--- config.mk ---
export PLATFORM = sky130hd
export DESIGN_NAME = qspi_rom_reader
export DESIGN_NICKNAME = d
export VERILOG_FILES = /design/src/qspi_pkg.sv /design/src/qspi_ctrl_if.sv /design/src/apb_regs.sv /design/src/qspi_bit_counter.sv /design/src/qspi_rom_reader.sv /design/src/qspi_sequencer.sv /design/src/qspi_shifter.sv
export SDC_FILE = /design/constraint.sdc
export NUM_CORES = 1
export LEC_CHECK = 0
export BUFFER_PORTS_ARGS = -buffer_cell sky130_fd_sc_hd__buf_2
export CAP_MARGIN = 15
export CORE_ASPECT_RATIO = 0.5
export CORE_MARGIN = 3
export CORE_UTILIZATION = 55
export CTS_CLUSTER_DIAMETER = 60
export DETAILED_ROUTE_END_ITERATION = 7
export PLACE_DENSITY_LB_ADDON = 0.12
export REMOVE_ABC_BUFFERS = 1
export SLEW_MARGIN = 5
export SYNTH_ARGS = -nofsm -noshare
export SYNTH_HDL_FRONTEND = slang
export SYNTH_SLANG_ARGS = --single-unit
--- constraint.sdc ---
create_clock -name clk -period 3.6 [get_ports clk]
set_clock_uncertainty 0.05 [all_clocks]
set_input_delay 0.72 -clock clk [delete_from_list [all_inputs] [get_ports clk]]
set_output_delay 0.72 -clock clk [all_outputs]
set_load 0.005 [all_outputs]
--- src/qspi_pkg.sv ---
`default_nettype none

package qspi_pkg;

    // ROM commands.
    localparam logic [7:0] cmd_enter_qpi = 8'h38;   // sent on lane 0 only.
    localparam logic [7:0] cmd_fast_read = 8'h0B;

    // phase lengths in clk cycles.
    localparam int send_cycles  = 8;
    localparam int dummy_cycles = 2;
    localparam int read_nibbles = 8;

    localparam int cnt_width = 4;   // must hold the longest phase.

    // APB register offsets.
    localparam logic [3:0] reg_addr   = 4'h0;
    localparam logic [3:0] reg_ctrl   = 4'h4;
    localparam logic [3:0] reg_status = 4'h8;
    localparam logic [3:0] reg_data   = 4'hC;

endpackage

`default_nettype wire

--- src/qspi_ctrl_if.sv ---
`timescale 1ns/1ps
`default_nettype none

// control link between the APB register block and the read sequencer.
interface qspi_ctrl_if;

    logic        start;     // one-cycle request, only while ready and not busy.
    logic [23:0] address;   // byte address of the word to fetch.
    logic        busy;
    logic        ready;     // high once the ROM has been switched to quad mode.
    logic        done;      // one-cycle pulse, rdata is valid with it.
    logic [31:0] rdata;

    modport regs (
        output start,
        output address,
        input  busy,
        input  ready,
        input  done,
        input  rdata
    );

    modport seq (
        input  start,
        input  address,
        output busy,
        output ready,
        output done,
        output rdata
    );

endinterface

`default_nettype wire

--- src/apb_regs.sv ---
`timescale 1ns/1ps
`default_nettype none

module apb_regs import qspi_pkg::*; (
    input  logic        clk,
    input  logic        nreset,
    input  logic        psel,
    input  logic        penable,
    input  logic        pwrite,
    input  logic [3:0]  paddr,
    input  logic [31:0] pwdata,
    output logic [31:0] prdata,
    output logic        pready,
    output logic        pslverr,
    qspi_ctrl_if.regs   ctrl
);

    logic        access;
    logic        busy_any;
    logic        mapped;
    logic        start_q;
    logic        done_sticky;
    logic [23:0] addr_q;
    logic [31:0] data_q;

    assign access   = psel && penable;
    assign busy_any = ctrl.busy || start_q;   // covers the cycle before busy rises.
    assign mapped   = (paddr == reg_addr) || (paddr == reg_ctrl) ||
                      (paddr == reg_status) || (paddr == reg_data);

    // a data read during a fetch holds the bus until the word arrives.
    assign pready  = !(access && !pwrite && (paddr == reg_data) && busy_any);
    assign pslverr = access && (!mapped || (pwrite && (paddr == reg_ctrl) && busy_any));

    assign ctrl.start   = start_q;
    assign ctrl.address = addr_q;

    always_comb begin
        case (paddr)
            reg_addr:   prdata = {8'h00, addr_q};
            reg_status: prdata = {29'd0, ctrl.ready, done_sticky, ctrl.busy};
            reg_data:   prdata = ctrl.done ? ctrl.rdata : data_q;  // bypass on the done cycle.
            default:    prdata = 32'd0;
        endcase
    end

    always_ff @(posedge clk) begin
        if (!nreset) begin
            start_q     <= 1'b0;
            done_sticky <= 1'b0;
            addr_q      <= 24'd0;
        end else begin
            start_q <= access && pwrite && (paddr == reg_ctrl) && pwdata[0] &&
                       !busy_any && ctrl.ready;
            if (access && pwrite && (paddr == reg_addr))
                addr_q <= pwdata[23:0];
            if (start_q)
                done_sticky <= 1'b0;
            else if (ctrl.done)
                done_sticky <= 1'b1;
        end
    end

    always_ff @(posedge clk) begin
        if (ctrl.done)
            data_q <= ctrl.rdata;
    end

    // a fetch is only requested from an idle sequencer that is in quad mode.
    a_start_when_ready: assert property (
        @(posedge clk) disable iff (!nreset)
        ctrl.start |-> (ctrl.ready && !ctrl.busy)
    );

endmodule

`default_nettype wire

--- src/qspi_bit_counter.sv ---
`timescale 1ns/1ps
`default_nettype none

module qspi_bit_counter import qspi_pkg::*; (
    input  logic                 clk,
    input  logic                 nreset,
    input  logic                 load,
    input  logic [cnt_width-1:0] load_value,
    output logic                 zero
);

    logic [cnt_width-1:0] count;

    // a load of n raises zero in the n-th cycle after it.
    always_ff @(posedge clk) begin
        if (!nreset) begin
            count <= '0;
            zero  <= 1'b1;
        end else if (load) begin
            count <= load_value - 1'b1;
            zero  <= (load_value == cnt_width'(1));
        end else if (count != '0) begin
            count <= count - 1'b1;
            zero  <= (count == cnt_width'(1));
        end
    end

    // a new phase may only begin once the running one has ended.
    a_load_at_zero: assert property (
        @(posedge clk) disable iff (!nreset)
        load |-> zero
    );

endmodule

`default_nettype wire

--- src/qspi_rom_reader.sv ---
`timescale 1ns/1ps
`default_nettype none

module qspi_rom_reader import qspi_pkg::*; (
    input  logic        clk,
    input  logic        nreset,
    input  logic        psel,
    input  logic        penable,
    input  logic        pwrite,
    input  logic [3:0]  paddr,
    input  logic [31:0] pwdata,
    output logic [31:0] prdata,
    output logic        pready,
    output logic        pslverr,
    output logic        rom_sck,
    output logic [3:0]  rom_sio_out,
    input  logic [3:0]  rom_sio_in,
    output logic        rom_sio_oe0,
    output logic        rom_sio_oe123,
    output logic        rom_ncs
);

    logic                 cnt_load;
    logic [cnt_width-1:0] cnt_value;
    logic                 cnt_zero;
    logic                 load_init;
    logic                 load_read;
    logic                 shift;
    logic                 capture;

    qspi_ctrl_if ctrl_bus ();

    apb_regs u_regs (
        .clk     (clk),
        .nreset  (nreset),
        .psel    (psel),
        .penable (penable),
        .pwrite  (pwrite),
        .paddr   (paddr),
        .pwdata  (pwdata),
        .prdata  (prdata),
        .pready  (pready),
        .pslverr (pslverr),
        .ctrl    (ctrl_bus.regs)
    );

    qspi_sequencer u_seq (
        .clk           (clk),
        .nreset        (nreset),
        .ctrl          (ctrl_bus.seq),
        .cnt_load      (cnt_load),
        .cnt_value     (cnt_value),
        .cnt_zero      (cnt_zero),
        .load_init     (load_init),
        .load_read     (load_read),
        .shift         (shift),
        .capture       (capture),
        .rom_ncs       (rom_ncs),
        .rom_sio_oe0   (rom_sio_oe0),
        .rom_sio_oe123 (rom_sio_oe123)
    );

    qspi_bit_counter u_cnt (
        .clk        (clk),
        .nreset     (nreset),
        .load       (cnt_load),
        .load_value (cnt_value),
        .zero       (cnt_zero)
    );

    // the captured word goes straight onto the control link.
    qspi_shifter u_shift (
        .clk         (clk),
        .nreset      (nreset),
        .load_init   (load_init),
        .load_read   (load_read),
        .shift       (shift),
        .capture     (capture),
        .address     (ctrl_bus.address),
        .ncs         (rom_ncs),
        .rom_sck     (rom_sck),
        .rom_sio_out (rom_sio_out),
        .rom_sio_in  (rom_sio_in),
        .rdata       (ctrl_bus.rdata)
    );

endmodule

`default_nettype wire

--- src/qspi_sequencer.sv ---
`timescale 1ns/1ps
`default_nettype none

module qspi_sequencer import qspi_pkg::*; (
    input  logic                 clk,
    input  logic                 nreset,
    qspi_ctrl_if.seq             ctrl,
    output logic                 cnt_load,
    output logic [cnt_width-1:0] cnt_value,
    input  logic                 cnt_zero,
    output logic                 load_init,
    output logic                 load_read,
    output logic                 shift,
    output logic                 capture,
    output logic                 rom_ncs,
    output logic                 rom_sio_oe0,
    output logic                 rom_sio_oe123
);

    logic st_init, st_idle, st_send, st_turn, st_dummy, st_read;

    assign load_init = st_init;
    assign load_read = st_idle && ctrl.start;
    assign shift     = st_send;
    assign capture   = st_read;   // sampled on the falling edge in the shifter.

    // every phase but the last one of a read hands over to a new counter load.
    assign cnt_load = st_init || load_read ||
                      (cnt_zero && ((st_send && ctrl.ready) || st_turn || st_dummy));

    always_comb begin
        if (st_turn)
            cnt_value = cnt_width'(dummy_cycles);
        else if (st_dummy)
            cnt_value = cnt_width'(read_nibbles);
        else if (st_send)
            cnt_value = cnt_width'(1);   // one turnaround cycle.
        else
            cnt_value = cnt_width'(send_cycles);
    end

    always_ff @(posedge clk) begin
        if (!nreset) begin
            {st_init, st_idle, st_send, st_turn, st_dummy, st_read} <= 6'b100000;
            rom_ncs       <= 1'b1;
            rom_sio_oe0   <= 1'b1;
            rom_sio_oe123 <= 1'b0;
            ctrl.busy     <= 1'b0;
            ctrl.ready    <= 1'b0;
            ctrl.done     <= 1'b0;
        end else begin
            ctrl.done <= 1'b0;
            if (st_init) begin
                st_init <= 1'b0;
                st_send <= 1'b1;
                rom_ncs <= 1'b0;
            end
            if (load_read) begin
                st_idle       <= 1'b0;
                st_send       <= 1'b1;
                rom_ncs       <= 1'b0;
                rom_sio_oe123 <= 1'b1;
                ctrl.busy     <= 1'b1;
            end
            if (st_send && cnt_zero) begin
                st_send <= 1'b0;
                if (!ctrl.ready) begin   // the quad-mode command is complete.
                    st_idle    <= 1'b1;
                    rom_ncs    <= 1'b1;
                    ctrl.ready <= 1'b1;
                end else begin
                    st_turn       <= 1'b1;
                    rom_sio_oe0   <= 1'b0;
                    rom_sio_oe123 <= 1'b0;
                end
            end
            if (st_turn && cnt_zero) begin
                st_turn  <= 1'b0;
                st_dummy <= 1'b1;
            end
            if (st_dummy && cnt_zero) begin
                st_dummy <= 1'b0;
                st_read  <= 1'b1;
            end
            if (st_read && cnt_zero) begin
                st_read     <= 1'b0;
                st_idle     <= 1'b1;
                rom_ncs     <= 1'b1;
                rom_sio_oe0 <= 1'b1;
                ctrl.busy   <= 1'b0;
                ctrl.done   <= 1'b1;
            end
        end
    end

    a_oe_with_ncs: assert property (
        @(posedge clk) disable iff (!nreset)
        rom_ncs |-> !rom_sio_oe123
    );

    // exactly one state is active at any time.
    a_one_state: assert property (
        @(posedge clk) disable iff (!nreset)
        $onehot({st_init, st_idle, st_send, st_turn, st_dummy, st_read})
    );

endmodule

`default_nettype wire

--- src/qspi_shifter.sv ---
`timescale 1ns/1ps
`default_nettype none

module qspi_shifter import qspi_pkg::*; (
    input  logic        clk,
    input  logic        nreset,
    input  logic        load_init,
    input  logic        load_read,
    input  logic        shift,
    input  logic        capture,
    input  logic [23:0] address,
    input  logic        ncs,
    output logic        rom_sck,
    output logic [3:0]  rom_sio_out,
    input  logic [3:0]  rom_sio_in,
    output logic [31:0] rdata
);

    logic [3:0][7:0] lanes;   // one byte per lane, msb goes out first.
    logic [31:0]     cap_sr;

    assign rom_sck = ncs ? 1'b0 : !clk;

    assign rom_sio_out = {lanes[3][7], lanes[2][7], lanes[1][7], lanes[0][7]};

    // lane k carries bit k of every nibble of command and address.
    always_ff @(posedge clk) begin
        if (!nreset) begin
            lanes <= '0;
        end else if (load_init) begin
            lanes    <= '0;
            lanes[0] <= cmd_enter_qpi;
        end else if (load_read) begin
            for (int k = 0; k < 4; k++) begin
                lanes[k] <= {cmd_fast_read[4+k], cmd_fast_read[k],
                             address[20+k], address[16+k], address[12+k],
                             address[8+k], address[4+k], address[k]};
            end
        end else if (shift) begin
            for (int k = 0; k < 4; k++) begin
                lanes[k] <= {lanes[k][6:0], 1'b0};
            end
        end
    end

    // the ROM drives on the falling sck edge, so sample half a cycle later.
    always_ff @(negedge clk) begin
        if (capture)
            cap_sr <= {cap_sr[27:0], rom_sio_in};
    end

    // first byte received is the lowest byte of the word.
    assign rdata = {cap_sr[7:0], cap_sr[15:8], cap_sr[23:16], cap_sr[31:24]};

endmodule

`default_nettype wire

# [After elaboration in Yosys (flattened, before gate mapping)]
# Index checks and enable logic that the tools add are counted.
[classes] addsub=2 n_eq_ne=5 mux=28 bitwise_logic=1 reduce_logical=48
[op_table] cell="case mux 32 bit (3 select lines)" count=1
[op_table] cell="two-way mux 31 bit" count=2
[op_table] cell="two-way mux 32 bit" count=1
[op_table] cell="logical AND 1 bit" count=20
[op_table] cell="two-way mux 4 bit" count=5
[op_table] cell="two-way mux 1 bit" count=18
[op_table] cell="OR reduction 2 bit" count=6
[op_table] cell="logical OR 1 bit" count=9
[op_table] cell="== test 4 x 1 -> 1 bit, second input constant" count=2
[op_table] cell="== test 4 bit, second input constant" count=2
[op_table] cell="subtractor 4 x 1 -> 4 bit, second input constant" count=2
[op_table] cell="two-way mux 6 bit" count=1
[op_table] cell="nonzero test 2 bit" count=3
[op_table] cell="logical NOT 1 bit" count=5
[op_table] cell="== test 4 x 3 -> 1 bit, second input constant" count=1
[op_table] cell="logical NOT 4 bit" count=1
[op_table] cell="nonzero test 4 bit" count=1
[op_table] cell="nonzero test 3 bit" count=1
[op_table] cell="OR reduction 3 bit" count=1
[op_table] cell="AND reduction 2 bit" count=1
[op_table] cell="inverter 1 bit" count=1
[totals] regBits=139 in_bits=45 out_inout_bits=42 elab_cells=112

# [Longest topological paths before layout]
# Gate-level depths: netlist of the first run.
[logic_depth] depth_word=7 depth_mapped=6 ltp_nobuf=6

==> summary.txt, run 1 <==
Run status
  • Status: complete, but fails checks
  • Failing checks: setup timing

Synth
  • FFs w/ async S/R, synth: 0%
  • Netlist cell types: 43
  • Ys Warns: 0
  • Synth Flop Type: dfxtp_1
  • Synthesized area: ~0.0054 mm^2
  • Register area share after synthesis: between 50% and 60%
  • Yosys top cell area share: between 30 and 40%
  • Mean Syn Cell Area: between 10 and 15 um^2
  • Area contributors post-synth: dfxtp_1 (40%), edfxtp_1 (18%), mux2_2 (7.3%)
  • Cells after Synth: 498
  • EDFF count, synth: 32
  • Cell taking the most area after synthesis: dfxtp_1
  • Seq cells post-synth: ~140

Critical path
  • Worst r2r src: u_shift.cap_sr[23]
  • Crit path from: u_shift.cap_sr[24]
  • Startpoint types: flip-flop
  • R2R Setup Slk: around 0.83 ns
  • Worst r2r path cells: 2
  • CP Cell Sequence: mux2_4, nor2_4, a2bb2oi_2, nor3_1, buf_2
  • Critical path class: flip-flop to output pin
  • Worst Path Arrival: approximately 3.4 ns
  • Worst path slowest cell: edfxtp_1
  • RR Endpoint: u_regs.data_q[15]
  • Worst path required time: between 2 and 3 ns
  • Crit end category: output pin
  • CP max FO: 2
  • Slowest stage delay, CP: roughly 0.38 ns

GRT
  • Pin count of the biggest net entering global routing: 36
  • Vias in the first global route: around 3900
  • Antenna violations before repair: 0
  • GRT overflow: 0
  • GRT Overall Usage: a little under a quarter
  • First-pass GRT wire length: 20.4 mm

Drt
  • Via Count: 4157
  • Drt pass-1 iters: 5
  • Drt first-iter violations: approximately 280
  • Drc violations: 0
  • Vias per cell: 5.47
  • Post-Route WL: approximately 13 mm
  • Post-route ant nets: 0
  • WL/cell: ~17 um

Clock tree
  • CTS tree: done
  • Worst-path clk slew: 0.07 ns
  • Clk_lat worst skew: roughly 0.58 ns

Power and ir drop
  • VDD IR max: 0.394 mV
  • Static leakage: 0.00291 uW
  • Pwr dens: around 560 mW/mm^2

Placed design
  • Placed wire-length estimate: about 7.3 mm
  • GP Congestion: 0.782
  • Input/output buffers: 78

Floorplan
  • Rows: 24
  • I/O Pins: 87
  • Core box area: 0.00913 mm^2
  • Starting Density: 59.2%
  • DIE WIDTH: roughly 150 um
  • Die height: roughly 76 um
  • DIE AREA: around 0.011 mm^2

Timing
  • Setup-failing EPs final: 32
  • Setup ws final: -0.607 ns
  • Fin. Hold Viols: 0
  • Max Slew Vio Count: 0
  • RSZ-0062 raised after global routing: yes
  • Final hold slack: 0.374 ns
  • Normalized max-slew margin: 52.5%
  • Slew @ Worst Pin: between 0.7 and 0.8 ns

Hold path
  • Worst hold path type: primary input to flip-flop
  • Worst Hold Depth: 3
  • Worst hold endpoint: u_regs.ctrl.start
  • Hold Path Origin: pwdata[0]

Layout
  • Area growth, synth to finish: 29.3%
  • Layout filler cell count: 629
  • ANT cells: 0
  • Multi-input logic area: approximately 0.0022 mm^2
  • Fin util: ~77%
  • Share of layout cells above drive strength 1: a little under a third
  • Final Net Count: approximately 670
  • FF/Latch Area: between 0.003 and 0.004 mm^2

Flow run
  • Max Cap Viol: 0
## where the power goes
| part | total, uW | leakage [uW] | switching [uW] | internal (uW) |
|---|---|---|---|---|
| combinational | 235 | 0.00124 | 120 | 115 |
| sequential | 1670 | 0.00116 | 30.6 | 1640 |
| clock | 2030 | 0.000508 | 868 | 1160 |
## sequential cells by signal, indices dropped and copies added, names as in the netlist, 4 cells and up
name                 cells
u_regs.data_q           32
u_cnt.count              4
u_regs.ctrl.address     24
u_shift.cap_sr          32
u_shift.lanes           28
u_shift.rom_sio_out      4
## Yosys cell counts (2+ instances only)
master    instances
clkbuf_1         21
or3_1             2
o21a_1            5
nor3_1            4
nand3_1          10
buf_1             2
dfxtp_1         107
a21boi_0          2
o21ai_0           6
edfxtp_1         32
a211oi_1         18
a32o_1           21
a21oi_1          40
buf_2             8
and3_1            8
nand2_1          67
buf_4             6
nor2_1           39
inv_1             8
a31o_1            2
nand2b_1          4
ha_1              3
mux2i_1          28
and2_1            2
mux2_2           35
## metrics by stage
stage	std cells	cell area [um^2]	power (uW)	setup WS (ns)	TNS (ns)
5_1_grt	760	6980	4110	-0.678	-18.78
2_1_floorplan	459	5210	1890	0.114	0
3_3_place_gp	679	5870	1960	-0.0473	-0.0473
4_1_cts	750	6900	3950	-0.649	-16.97
6_report	760	6980	3940	-0.607	-16.84
3_5_place_dp	679	5870	1970	-0.0597	-0.0792
## worst max-delay path: cells and delay by family, from the launching register on
kind            cells  cell delay (ns)
compound gates      1             0.14
buf+inv             1             0.13
flops               1             0.38
mux                 1             0.29
simple gates        2             0.13
## cell type report
type / instances / area share (%)
clock inverter: 46 / 3.78
inverter: 8 / 0.430
clock buffer: 22 / 7.60
tap: 130 / 2.33
multi-input combinational: 311 / 32.1
sequential: 139 / 44.4
timing repair buffer: 104 / 9.32
## repair_timing
item | in CTS | in global routing
setup buffers | 5 | 10
gates resized for setup | 46 | 3
pin swaps | 1 | 0
hold buffers | 0 | 0
setup endpoints to repair | 32 | 32
## worst max-delay path by stage
stage	to
CTS	prdata[0]
floorplan	prdata[0]
detailed placement	prdata[0]
global placement	prdata[0]
global route	prdata[0]
finish	prdata[0]
## metal layers
metal / up-vias / GRT usage, % / routed length (um)
met5: - / 0 / 0
met4: 0 / 5.91 / 63
met3: 10 / 8.08 / 778
met2: 115 / 35.3 / 5770
met1: 2001 / 31.8 / 6070
li1: 2031 / - / -
## placed cells by master (no fill, tap or decap), types with 2 or more instances in the layout
cell and count:
mux2_2 6, dfxtp_1 106, nand2_1 67, a211oi_1 18, buf_6 8, clkinv_4 3
a31o_1 2, o21a_1 5, clkbuf_16 21, or3_1 2, mux2i_1 28, buf_2 70
nand3_1 10, nand2b_1 4, edfxtp_1 32, buf_4 26, o21ai_0 6, and3_4 8
a32o_1 21, mux2_4 29, inv_8 9, nor3_1 4, nor2_1 37, ha_1 3
a21oi_1 40, and2_1 2, inv_1 39
## cells by family (layout without fill, tap and decap cells)
group	Yosys count	in the layout	synth area share, %
buffers and inverters	48	180	4.10
adders and majority gates	3	3	0.695
AOI/OAI and AO/OA	103	103	13.6
and+or+nand+nor	141	141	11.5
muxes	63	63	12.5
xor gates and xnor gates	1	1	0.162
DFF	139	139	57.4
(Power assumes the default switching activity.)
==> run 2, diff against run 1 <==
--- a/config.mk
+++ b/config.mk
@@ -7,9 +7,9 @@
 export LEC_CHECK = 0
 export BUFFER_PORTS_ARGS = -buffer_cell sky130_fd_sc_hd__buf_2
 export CAP_MARGIN = 15
-export CORE_ASPECT_RATIO = 0.5
+export CORE_ASPECT_RATIO = 0.7
 export CORE_MARGIN = 3
-export CORE_UTILIZATION = 55
+export CORE_UTILIZATION = 50
 export CTS_CLUSTER_DIAMETER = 60
 export DETAILED_ROUTE_END_ITERATION = 7
 export PLACE_DENSITY_LB_ADDON = 0.12
==> constraint.sdc (replaced) <==
create_clock -name clk -period 3.5 [get_ports clk]
set_clock_uncertainty 0.05 [all_clocks]
set_input_delay 0.7 -clock clk [delete_from_list [all_inputs] [get_ports clk]]
set_output_delay 0.7 -clock clk [all_outputs]
set_load 0.005 [all_outputs]
==> run 2 against run 1 <==
The flow still finishes with violations (setup timing). Combinational power increased by 4%. Sequential share of layout area decreased by 0.54 points. Worst hold slack got worse by 0.019 ns. Routed wire length increased by 3.8%. Cell count increased by 1.2%. First-iteration DRC count decreased by 5.4%. Total power increased by 4.1%. Clock-buffer cell count increased by 1. Flip-flop and latch count unchanged. Clock power increased by 5%. Core utilization decreased by 8.7 points. Cell area increased by 1.2%.
==> summary.txt, run 2 (synthesis gave the netlist of run 1 again) <==
Placed design
  • GP Congestion: between 0.8 and 0.9
  • Placed wire-length estimate: ~7.9 mm
  • Input/output buffers: 78
  • Post-DP Area: just under 0.006 mm^2

Critical path
  • Worst path slowest cell: edfxtp_1
  • Startpoint types: flip-flop
  • Slowest stage delay, CP: about 0.38 ns
  • Worst Path Arrival: about 3.4 ns
  • Worst r2r src: u_seq.capture
  • CP Cell Sequence: mux2_4, nor2_4, a2bb2oi_2, nor3_2, buf_2
  • CP max FO: 2
  • Worst path required time: roughly 2.8 ns
  • Critical path class: flip-flop to output pin
  • Crit path from: u_shift.cap_sr[24]
  • Buffer and inverter count on the worst path: 1
  • Crit end category: output pin
  • Family with the most delay on the worst path: flip-flops

Floorplan
  • Core box area: between 0.01 and 0.015 mm^2
  • I/O Pins: 87
  • Rows: 31
  • DIE WIDTH: 130 um
  • DIE AREA: 0.0121 mm^2
  • Die height: between 90 and 100 um
  • Starting Density: 51.8%

Timing
  • Setup-failing EPs final: 32
  • RSZ-0062 raised after global routing: yes
  • Max Slew Vio Count: 0
  • Setup ws final: -0.689 ns
  • Slew @ Worst Pin: 0.671 ns
  • Fin. Hold Viols: 0
  • Normalized max-slew margin: 55.2%

Power and ir drop
  • VDD IR max: 0.352 mV
  • Static leakage: slightly below 0.003 uW
  • Pwr dens: a little under 600 mW/mm^2

Layout
  • Multi-input logic area: 0.00226 mm^2
  • Layout filler cell count: about 810
  • Fin util: roughly two thirds
  • Most frequent cells in the layout: dfxtp_1 (106), buf_2 (70), nand2_1 (67)
  • Top Registers: u_regs.data_q x32, u_shift.cap_sr x32, u_shift.lanes x28
  • ANT cells: 0
  • FF/Latch Area: around 0.0031 mm^2
  • Fin area: roughly 0.0071 mm^2
  • Most common cell after layout, fill and taps aside: dfxtp_1
  • Final Net Count: between 600 and 700
  • Share of layout cells above drive strength 1: between 30% and 40%
  • Area growth, synth to finish: 30.9%

GRT
  • First-pass GRT wire length: roughly 22 mm
  • Pin count of the biggest net entering global routing: 49
  • GRT Overall Usage: a little under a quarter
  • Antenna violations before repair: 0
  • Vias in the first global route: between 4000 and 5000
  • GRT overflow: 0

Drt
  • Post-Route WL: approximately 13 mm
  • Vias per cell: roughly 5.5
  • Post-route ant nets: 0
  • Drt first-iter violations: 262
  • Drc violations: 0
  • Via Count: ~4200
  • Drt pass-1 iters: 5
  • WL/cell: approximately 17 um

Flow run
  • Max Cap Viol: 0

Clock tree
  • Clk_lat worst skew: 0.59 ns
  • Hold_buf cts: 0
  • Worst-path clk slew: around 0.06 ns
  • CTS tree: done

Hold path
  • Worst hold path type: primary input to flip-flop
  • Hold Path Origin: pwdata[20]

Run status
  • Status: complete, but fails checks
  • Failing checks: setup timing
-- run 2: timing repair --
| action | in CTS | in global routing |
|---|---|---|
| pin swaps | 1 | 0 |
| resized for setup | 43 | 13 |
| buffers inserted | 8 | 8 |
| endpoints found under the setup margin | 32 | 32 |
-- run 2: final timing paths --
path	slack, ns	to	depth (start not counted)
min	0.36	u_regs.ctrl.address[20]	3
max	-0.69	prdata[0]	5
max reg2reg	0.71	u_shift.cap_sr[11]	1
min reg2reg	0.39	u_shift.cap_sr[4]	0
-- run 2: final cells by class --
| class | instances | share of cell area (%) |
|---|---|---|
| clock inverters | 45 | 3.63 |
| well taps | 132 | 2.34 |
| flip-flops and latches | 139 | 43.9 |
| inverters | 8 | 0.425 |
| multi-input cells | 311 | 31.9 |
| clock buffers | 23 | 7.86 |
| repair buffers | 111 | 9.95 |
-- run 2: power breakdown --
group	internal (uW)	total (uW)	switching (uW)
Combinational	119	244	126
Sequential	1690	1720	31.7
Clock	1280	2130	853
Total	3090	4100	1010
-- run 2: layer usage --
metal  GRT usage (%)  wire length (um)  up-vias
met5               0                 0        -
met4            10.5               216        0
met3            5.94               796       17
met2            35.7              6270      148
met1            30.6              5880     2036
li1                -                 -     2043
-- run 2: tightest hold or removal path, stage by stage --
cell and delay [ns]:
buf_2 0.09, nand2_1 0.04, a21oi_1 0.05
-- run 2: metrics by stage --
step / std cells / setup WS (ns) / hold WS, ns / total power, uW / setup TNS [ns]
2_1_floorplan: 459 / 0.0835 / 0.370 / 1940 / 0
3_3_place_gp: 687 / -0.146 / 0.374 / 2020 / -0.293
3_5_place_dp: 687 / -0.151 / 0.382 / 2030 / -0.419
4_1_cts: 761 / -0.678 / 0.340 / 4130 / -18.52
5_1_grt: 769 / -0.757 / 0.346 / 4270 / -20.11
6_report: 769 / -0.689 / 0.356 / 4100 / -18.22
